## config.mk

```make
export PLATFORM = sky130hd
export DESIGN_NAME = kotku_bus_core
export DESIGN_NICKNAME = d
export VERILOG_FILES = /design/src/kotku_pkg.sv /design/src/mem_decoder.sv /design/src/io_decoder.sv /design/src/cpu_bus_merge.sv /design/src/simple_pic.sv /design/src/kotku_bus_core.sv
export SDC_FILE = /design/constraint.sdc
export NUM_CORES = 1
export LEC_CHECK = 0
export BUFFER_PORTS_ARGS = -buffer_cell sky130_fd_sc_hd__buf_2
export CORE_AREA = 2 2 92 94
export CTS_CLUSTER_DIAMETER = 80
export DETAILED_ROUTE_END_ITERATION = 16
export DIE_AREA = 0 0 94 96
export GPL_TIMING_DRIVEN = 0
export PLACE_DENSITY = 0.71
export REMOVE_ABC_BUFFERS = 1
export SYNTH_ARGS = -nofsm -noshare
export SYNTH_HDL_FRONTEND = slang
export SYNTH_HIERARCHICAL = 1
export SYNTH_SLANG_ARGS = --single-unit
```

## constraint.sdc

```tcl
create_clock -name clk -period 5.89 [get_ports clk]
set_input_delay 0.8835 -clock clk [delete_from_list [all_inputs] [get_ports clk]]
set_output_delay 0.8835 -clock clk [all_outputs]
set_load 0.05 [all_outputs]
```

## src/kotku_pkg.sv

```systemverilog
/*
 * Kotku CPU bus core shared definitions
 * Wishbone request/response types, slave identifiers and the
 * address window map used to steer 8086 bus cycles to the slave ports
 */
`default_nettype none

package kotku_pkg;

  typedef logic [19:1] addr_t;  // CPU word address
  typedef logic [15:0] data_t;

  // Slave port identifiers, also the s_cyc_o bit index
  typedef enum logic [2:0] {
    SLV_ROM   = 3'd0,
    SLV_VGA   = 3'd1,
    SLV_RAM   = 3'd2,
    SLV_UART  = 3'd3,
    SLV_KEYB  = 3'd4,
    SLV_TIMER = 3'd5,
    SLV_GPIO  = 3'd6,
    SLV_NONE  = 3'd7   // Unmapped, acked by the core
  } slave_e;

  localparam int NUM_SLAVES = 7;

  typedef struct packed {
    logic        cyc;
    logic        stb;
    logic        tga;  // I/O space
    logic        we;
    logic [1:0]  sel;  // Byte lanes
    addr_t       adr;
    data_t       dat;  // Write data
  } wb_req_t;

  typedef struct packed {
    logic  ack;
    data_t dat;  // Read data
  } wb_rsp_t;

  // Memory windows, compared on adr[19:1]
  localparam addr_t MEM_ROM_BASE   = 19'h7ff00;  // 0xffe00 - 0xfffff
  localparam addr_t MEM_ROM_MASK   = 19'h7ff00;
  localparam addr_t MEM_VGA_BASE   = 19'h50000;  // 0xa0000 - 0xbffff
  localparam addr_t MEM_VGA_MASK   = 19'h70000;

  // I/O windows, upper four address bits ignored
  localparam addr_t IO_VGA_BASE    = 19'h001e0;  // 0x3c0 - 0x3df
  localparam addr_t IO_VGA_MASK    = 19'h07ff0;
  localparam addr_t IO_UART_BASE   = 19'h001fc;  // 0x3f8 - 0x3ff
  localparam addr_t IO_UART_MASK   = 19'h07ffc;
  localparam addr_t IO_KEYB_BASE   = 19'h00030;  // 0x60 and 0x64
  localparam addr_t IO_KEYB_MASK   = 19'h07ffd;  // Bit 2 is don't care
  localparam addr_t IO_TIMER_BASE  = 19'h00020;  // 0x40 - 0x43
  localparam addr_t IO_TIMER_MASK  = 19'h07ffe;
  localparam addr_t IO_GPIO_BASE   = 19'h07880;  // 0xf100 - 0xf103
  localparam addr_t IO_GPIO_MASK   = 19'h07ffe;

  // Address falls inside a base/mask window
  function automatic logic win_hit(input addr_t adr, input addr_t base,
                                   input addr_t mask);
    return (adr & mask) == base;
  endfunction

  // Width of an interrupt identifier for n lines
  function automatic int iid_width(input int n);
    return (n > 1) ? $clog2(n) : 1;
  endfunction

endpackage

`default_nettype wire

```

## src/mem_decoder.sv

```systemverilog
/*
 * Memory space decoder
 * Maps a CPU word address to the boot ROM, the VGA frame window,
 * or the RAM that covers the rest of the 1 MB space
 */
`timescale 1ns/1ps
`default_nettype none

module mem_decoder (
  input  wire kotku_pkg::addr_t  adr_i,
  output kotku_pkg::slave_e      slave_o
);

  logic rom_hit;
  logic vga_hit;

  assign rom_hit = kotku_pkg::win_hit(adr_i, kotku_pkg::MEM_ROM_BASE,
                                      kotku_pkg::MEM_ROM_MASK);
  assign vga_hit = kotku_pkg::win_hit(adr_i, kotku_pkg::MEM_VGA_BASE,
                                      kotku_pkg::MEM_VGA_MASK);

  // ROM first, RAM catches everything else
  always_comb begin
    if (rom_hit) begin
      slave_o = kotku_pkg::SLV_ROM;
    end else if (vga_hit) begin
      slave_o = kotku_pkg::SLV_VGA;
    end else begin
      slave_o = kotku_pkg::SLV_RAM;
    end
  end

endmodule

`default_nettype wire

```

## src/io_decoder.sv

```systemverilog
/*
 * I/O space decoder
 * Maps a port address to the VGA, UART, keyboard, timer or GPIO
 * port, or reports a miss for the bus merge to acknowledge
 */
`timescale 1ns/1ps
`default_nettype none

module io_decoder (
  input  wire kotku_pkg::addr_t  adr_i,
  output kotku_pkg::slave_e      slave_o
);

  logic vga_hit;
  logic uart_hit;
  logic keyb_hit;
  logic timer_hit;
  logic gpio_hit;

  assign vga_hit   = kotku_pkg::win_hit(adr_i, kotku_pkg::IO_VGA_BASE,
                                        kotku_pkg::IO_VGA_MASK);
  assign uart_hit  = kotku_pkg::win_hit(adr_i, kotku_pkg::IO_UART_BASE,
                                        kotku_pkg::IO_UART_MASK);
  assign keyb_hit  = kotku_pkg::win_hit(adr_i, kotku_pkg::IO_KEYB_BASE,
                                        kotku_pkg::IO_KEYB_MASK);
  assign timer_hit = kotku_pkg::win_hit(adr_i, kotku_pkg::IO_TIMER_BASE,
                                        kotku_pkg::IO_TIMER_MASK);
  assign gpio_hit  = kotku_pkg::win_hit(adr_i, kotku_pkg::IO_GPIO_BASE,
                                        kotku_pkg::IO_GPIO_MASK);

  always_comb begin
    if (vga_hit) begin
      slave_o = kotku_pkg::SLV_VGA;
    end else if (uart_hit) begin
      slave_o = kotku_pkg::SLV_UART;
    end else if (keyb_hit) begin
      slave_o = kotku_pkg::SLV_KEYB;
    end else if (timer_hit) begin
      slave_o = kotku_pkg::SLV_TIMER;
    end else if (gpio_hit) begin
      slave_o = kotku_pkg::SLV_GPIO;
    end else begin
      slave_o = kotku_pkg::SLV_NONE;  // Default ack in the merge
    end
  end

endmodule

`default_nettype wire

```

## src/cpu_bus_merge.sv

```systemverilog
/*
 * CPU bus merge
 * Picks the memory or I/O decoder result by tga, gates cyc to one
 * slave port and returns its ack and read data to the master.
 * Unmapped I/O is acked here with zero data, and interrupt and NMI
 * vectors replace the read data during acknowledge cycles.
 */
`timescale 1ns/1ps
`default_nettype none

module cpu_bus_merge #(
  parameter kotku_pkg::data_t NMI_VECTOR = 16'd2,
  parameter kotku_pkg::data_t IRQ_BASE   = 16'd8,
  parameter int               NUM_IRQ    = 8,
  localparam int              IID_W      = kotku_pkg::iid_width(NUM_IRQ)
) (
  // Master side
  input  wire kotku_pkg::wb_req_t  m_req_i,
  output logic                     m_ack_o,
  output kotku_pkg::data_t         m_dat_o,

  // Decoder results
  input  wire kotku_pkg::slave_e   mem_slave_i,
  input  wire kotku_pkg::slave_e   io_slave_i,

  // Slave side
  output kotku_pkg::wb_req_t                  s_req_o,
  output logic [kotku_pkg::NUM_SLAVES-1:0]    s_cyc_o,
  input  wire kotku_pkg::wb_rsp_t             s_rsp_i [kotku_pkg::NUM_SLAVES],

  // Interrupt acknowledge
  input  wire [IID_W-1:0]          iid_i,
  input  wire                      inta_i,
  input  wire                      nmia_i
);

  kotku_pkg::slave_e sel_slave;
  kotku_pkg::data_t  bus_dat;
  logic              req_act;

  assign sel_slave = m_req_i.tga ? io_slave_i : mem_slave_i;
  assign req_act   = m_req_i.cyc & m_req_i.stb;

  // Request is broadcast, only cyc is steered
  assign s_req_o = m_req_i;

  always_comb begin
    s_cyc_o = '0;
    if (sel_slave != kotku_pkg::SLV_NONE) begin
      s_cyc_o[int'(sel_slave)] = m_req_i.cyc;
    end
  end

  // Response from the chosen port
  always_comb begin
    if (sel_slave == kotku_pkg::SLV_NONE) begin
      m_ack_o = req_act;  // Same cycle ack for a miss
      bus_dat = '0;
    end else begin
      m_ack_o = req_act & s_rsp_i[int'(sel_slave)].ack;
      bus_dat = s_rsp_i[int'(sel_slave)].dat;
    end
  end

  // NMI acknowledge wins over INTA
  always_comb begin
    if (nmia_i) begin
      m_dat_o = NMI_VECTOR;
    end else if (inta_i) begin
      m_dat_o = IRQ_BASE + kotku_pkg::data_t'(iid_i);
    end else begin
      m_dat_o = bus_dat;
    end
  end

endmodule

`default_nettype wire

```

## src/simple_pic.sv

```systemverilog
/*
 * Simple interrupt controller
 * Latches rising edges on the interrupt lines, reports the
 * lowest numbered pending line and clears it on each new INTA
 */
`timescale 1ns/1ps
`default_nettype none

module simple_pic #(
  parameter int  NUM_IRQ = 8,
  localparam int IID_W   = kotku_pkg::iid_width(NUM_IRQ)
) (
  input  wire               clk,
  input  wire               rst_lck,
  input  wire [NUM_IRQ-1:0] intv_i,
  input  wire               inta_i,
  output logic              intr_o,
  output logic [IID_W-1:0]  iid_o
);

  logic [NUM_IRQ-1:0] intv_q;   // Previous sample of the lines
  logic               inta_q;
  logic [NUM_IRQ-1:0] pending;
  logic [NUM_IRQ-1:0] pending_nxt;

  // Fixed priority, line 0 highest
  always_comb begin
    iid_o = '0;
    for (int i = NUM_IRQ - 1; i >= 0; i--) begin
      if (pending[i]) begin
        iid_o = IID_W'(i);
      end
    end
  end

  always_comb begin
    pending_nxt = pending;
    if (inta_i && !inta_q) begin
      pending_nxt[iid_o] = 1'b0;  // Served line drops
    end
    pending_nxt = pending_nxt | (intv_i & ~intv_q);  // New edges win
  end

  always_ff @(posedge clk) begin
    if (!rst_lck) begin
      intv_q  <= '0;
      inta_q  <= 1'b0;
      pending <= '0;
    end else begin
      intv_q  <= intv_i;
      inta_q  <= inta_i;
      pending <= pending_nxt;
    end
  end

  assign intr_o = |pending;

endmodule

`default_nettype wire

```

## src/kotku_bus_core.sv

```systemverilog
/*
 * Kotku CPU bus core
 * Connects the memory and I/O decoders, the bus merge and the
 * interrupt controller between the 8086 master and seven slave ports
 */
`timescale 1ns/1ps
`default_nettype none

module kotku_bus_core #(
  parameter kotku_pkg::data_t NMI_VECTOR = 16'd2,
  parameter kotku_pkg::data_t IRQ_BASE   = 16'd8,
  parameter int               NUM_IRQ    = 8
) (
  input  wire                              clk,
  input  wire                              rst_lck,

  // Master port
  input  wire kotku_pkg::wb_req_t          m_req_i,
  output logic                             m_ack_o,
  output kotku_pkg::data_t                 m_dat_o,

  // Slave ports
  output kotku_pkg::wb_req_t               s_req_o,
  output logic [kotku_pkg::NUM_SLAVES-1:0] s_cyc_o,
  input  wire kotku_pkg::wb_rsp_t          s_rsp_i [kotku_pkg::NUM_SLAVES],

  // Interrupts
  input  wire [NUM_IRQ-1:0]                intv_i,
  input  wire                              inta_i,
  input  wire                              nmia_i,
  output logic                             intr_o
);

  localparam int IID_W = kotku_pkg::iid_width(NUM_IRQ);

  kotku_pkg::slave_e mem_slave;
  kotku_pkg::slave_e io_slave;
  logic [IID_W-1:0]  iid;

  mem_decoder mem_decoder_inst (
    .adr_i   (m_req_i.adr),
    .slave_o (mem_slave)
  );

  io_decoder io_decoder_inst (
    .adr_i   (m_req_i.adr),
    .slave_o (io_slave)
  );

  cpu_bus_merge #(
    .NMI_VECTOR (NMI_VECTOR),
    .IRQ_BASE   (IRQ_BASE),
    .NUM_IRQ    (NUM_IRQ)
  ) cpu_bus_merge_inst (
    .m_req_i     (m_req_i),
    .m_ack_o     (m_ack_o),
    .m_dat_o     (m_dat_o),
    .mem_slave_i (mem_slave),
    .io_slave_i  (io_slave),
    .s_req_o     (s_req_o),
    .s_cyc_o     (s_cyc_o),
    .s_rsp_i     (s_rsp_i),
    .iid_i       (iid),
    .inta_i      (inta_i),
    .nmia_i      (nmia_i)
  );

  simple_pic #(
    .NUM_IRQ (NUM_IRQ)
  ) simple_pic_inst (
    .clk     (clk),
    .rst_lck (rst_lck),
    .intv_i  (intv_i),
    .inta_i  (inta_i),
    .intr_o  (intr_o),
    .iid_o   (iid)
  );

endmodule

`default_nettype wire

```

==> impl_metrics.py <==
metrics = {
    "setup_path": {
        "startpoint_type": "input pin",
        "cp_max_fo": 15,
        "worstPathCellList": "buf_2 -> nor4b_1 -> or2_2 -> a2bb2oi_1 -> or3b_2 -> nand2_1 -> a22oi_1 -> a32o_1 -> buf_2",
        "worst_setup_path_end_kind": "primary output",
        "cp.required_ns": 5.01,
        "path_class": "in -> out",
        "cp_common_cell": "buf_2",
        "slowest_stage": "nand2_1",
        "critical_path_arrival_ns": 3.89,
        "critPathMaxStageDelay_ns": 0.62,
        "r2r_cells": 4,
    },
    "global_routing": {
        "met2_usage_pct": 31.01,
        "grt_pass1_wl_um": 14000,
        "grt_util_met3_pct": 16.68,
        "top_usage_layer": "met2",
        "first_global_vias": 2577,
        "grt_max_degree": 34,
        "met1_usage_pct": 22.76,
        "antenna_found_initial": 13,
        "grt-ovfl-total": 0,
        "gr-usage-all-layers_pct": 20.49,
    },
    "detailed_routing": {
        "drt-initial-drc-count": 94,
        "via_per_inst": 5.187,
        "antenna_left": 0,
        "drc": 0,
        "drt-total-wl_um": 9963,
        "drt-wirelength-per-cell_um": 17.21,
        "vias": 3003,
        "dr.pass1.iters": 5,
    },
    "yosys": {
        "synth_top_area_share_pct": 13.68,
        "synth-seq-area-share_pct": 13.49,
        "synth.distinct_cells": 62,
        "synth_most_common_cell": "buf_4",
        "synth-async-reset-ratio_pct": 0,
        "synthCells": 322,
        "ys.flop_type": "dfxtp_1",
        "synth_edf_count": 0,
        "ys_seq_elements": 17,
        "netlist_area_sq_um": 2524,
        "synthTopCellsByCount": "buf_4 (46), nand2_1 (32), mux2i_1 (27)",
        "syn_avg_cell_area_sq_um": 7.837,
        "synth.area.top_cells": "buf_4 (14%), dfxtp_1 (13%), mux2i_1 (11%)",
        "yosysWarnings": 6,
        "yosysTopAreaCell": "buf_4",
    },
    "power_and_ir_drop": {
        "vdd_drop_max_v": 0.0001369,
        "p_seq_share_pct": 28.1,
        "leakage_uw": 0.001644,
        "p_comb_share_pct": 53.3,
        "power.density_nw_per_um2": 138.7,
        "internal_power_uw": 264.9,
        "netSwitchingPower_uw": 192.7,
        "switching_share_pct": 42.11,
        "power_frac_clock_pct": 18.6,
    },
    "timing": {
        "finalSetupViolCount": 0,
        "hold_viol": 0,
        "maxSlewHeadroom_pct": 40.07,
        "holdWs_ns": 0.4923,
        "tightest_slew_ns": 0.8802,
        "final_max_slew_viol_count": 0,
        "fmax_ghz": 0.2096,
        "post-route-period-util_pct": 81.01,
        "setup_tns_ns": 0,
        "finClkSkew_ns": 0.001159,
        "rsz0062_at_grt": "no",
        "fin_crit_ns": 4.772,
    },
    "place": {
        "dpl-instance-area_sq_um": 3226,
        "dp.cells": 566,
        "portBuffers": 199,
        "post-dp-hpwl_um": 8407,
        "gp_congestion": 0.8676,
    },
    "finish": {
        "nFillCells": 861,
        "final_area_sq_um": 3298,
        "final_cells": 579,
        "finalNetCount": 639,
        "final_core_util_pct": 40.96,
        "drive_gt1_share_pct": 49.14,
        "area_growth_pct": 30.69,
    },
    "clock_tree": {
        "tritoncts": "built",
        "post-cts-setup-buffer-count": 0,
        "cts-htree-levels": 1,
        "clk_pin_slew_worst_paths_ns": 0.06,
        "numCtsBuffers": 3,
        "cts.sinks": 17,
        "cts-resized-gates": 0,
        "insertion_delay_ns": 0.25,
        "cts_root_buf": "clkbuf_8",
        "clockBufferDepth": 2,
        "ctsHoldBuffers": 0,
    },
    "floorplanning": {
        "core_area_sq_um": 8051,
        "start_util_pct": 31.34,
        "die_h_um": 96,
        "row_count": 33,
        "die_area_sq_um": 9024,
        "io_pins": 238,
        "die_w_um": 94,
    },
    "job": {
        "max_cap_violations": 0,
    },
    "hold_path": {
        "hp-class": "reg -> reg",
        "holdPathStages": 2,
    },
    "run_status": {
        "outcome": "finished clean",
    },
}
==> flip-flops by register name, summed over array words and instances (netlist names) <==
name / flops
simple_pic_inst/inta_q: 1
simple_pic_inst/intv_q: 8
simple_pic_inst/pending: 8
==> stage by stage <==
| step | setup slack [ns] | power [uW] |
|---|---|---|
| after global routing | 0.9654 | 486.4 |
| after floorplan | 0.07048 | 249.5 |
| after detailed placement | 1.087 | 374.4 |
| final | 1.118 | 457.6 |
| after CTS | 1.090 | 462.7 |
| after global placement | 0.4096 | 370.3 |
==> worst paths after layout <==
path,slack [ns],end,start
worst min-delay path,0.49,simple_pic_inst/pending[1],simple_pic_inst/intv_q[1]
worst max register to register,4.32,simple_pic_inst/pending[6],simple_pic_inst/pending[0]
worst min register to register,0.49,simple_pic_inst/pending[1],simple_pic_inst/intv_q[1]
worst max-delay path,1.12,m_dat_o[0],m_req_i[18]
==> cell type report <==
| cell class | instances | area, sq um | area share [%] |
|---|---|---|---|
| Inverter | 7 | 26.28 | 0.7967 |
| Clock buffer | 4 | 45.04 | 1.366 |
| Multi-Input combinational cell | 237 | 1712 | 51.90 |
| Tap cell | 105 | 131.4 | 3.983 |
| Antenna cell | 8 | 20.02 | 0.6070 |
| Timing Repair Buffer | 201 | 1023 | 31.03 |
| Sequential cell | 17 | 340.3 | 10.32 |
==> power by group through the flow <==
stage | Combinational [uW] | Clock, uW | Sequential [uW]
after floorplan | 120 | 0 | 130
after global placement | 240 | 0 | 131
after detailed placement | 243 | 0 | 131
after CTS | 244 | 90.1 | 129
after global routing | 263 | 93.3 | 130
final | 244 | 85.1 | 129
==> cell families after synthesis <==
logic type             synth area share [%]
buffers and inverters                 18.69
flip-flops                            13.49
multiplexers                          12.49
AND/OR/NAND/NOR                       25.93
AO/OA/AOI/OAI                         29.25
other                                0.1486
==> metal layers <==
metal | vias up | part of all wire (%)
met5 | - | 1.4
met2 | 162 | 43
li1 | 1463 | -
met1 | 1352 | 38
met4 | 12 | 0.14
met3 | 14 | 18
==> cell usage in the layout (no fill, tap or decap), types with 3 or more instances in the layout <==
cell	instances
nor2b_1	11
nand3_1	3
buf_2	199
nor4_1	4
a32oi_1	3
a21oi_1	20
mux2i_1	27
clkbuf_8	3
and2_1	13
nand2_1	32
nor2_1	17
nand2b_1	6
o21ai_0	6
nor3_1	3
o21bai_1	5
o22ai_1	3
diode_2	8
a2111oi_2	10
nand4_1	4
a32o_1	14
inv_1	7
a221oi_1	4
dfxtp_1	17
o221ai_1	4
==> worst max-delay path, delay by kind of cell <==
family                 cells  cell delay (ns)
buffers and inverters      2             0.33
AO/OA/AOI/OAI              3             0.83
AND/OR/NAND/NOR            4             1.82
(Power assumes the default switching activity.)
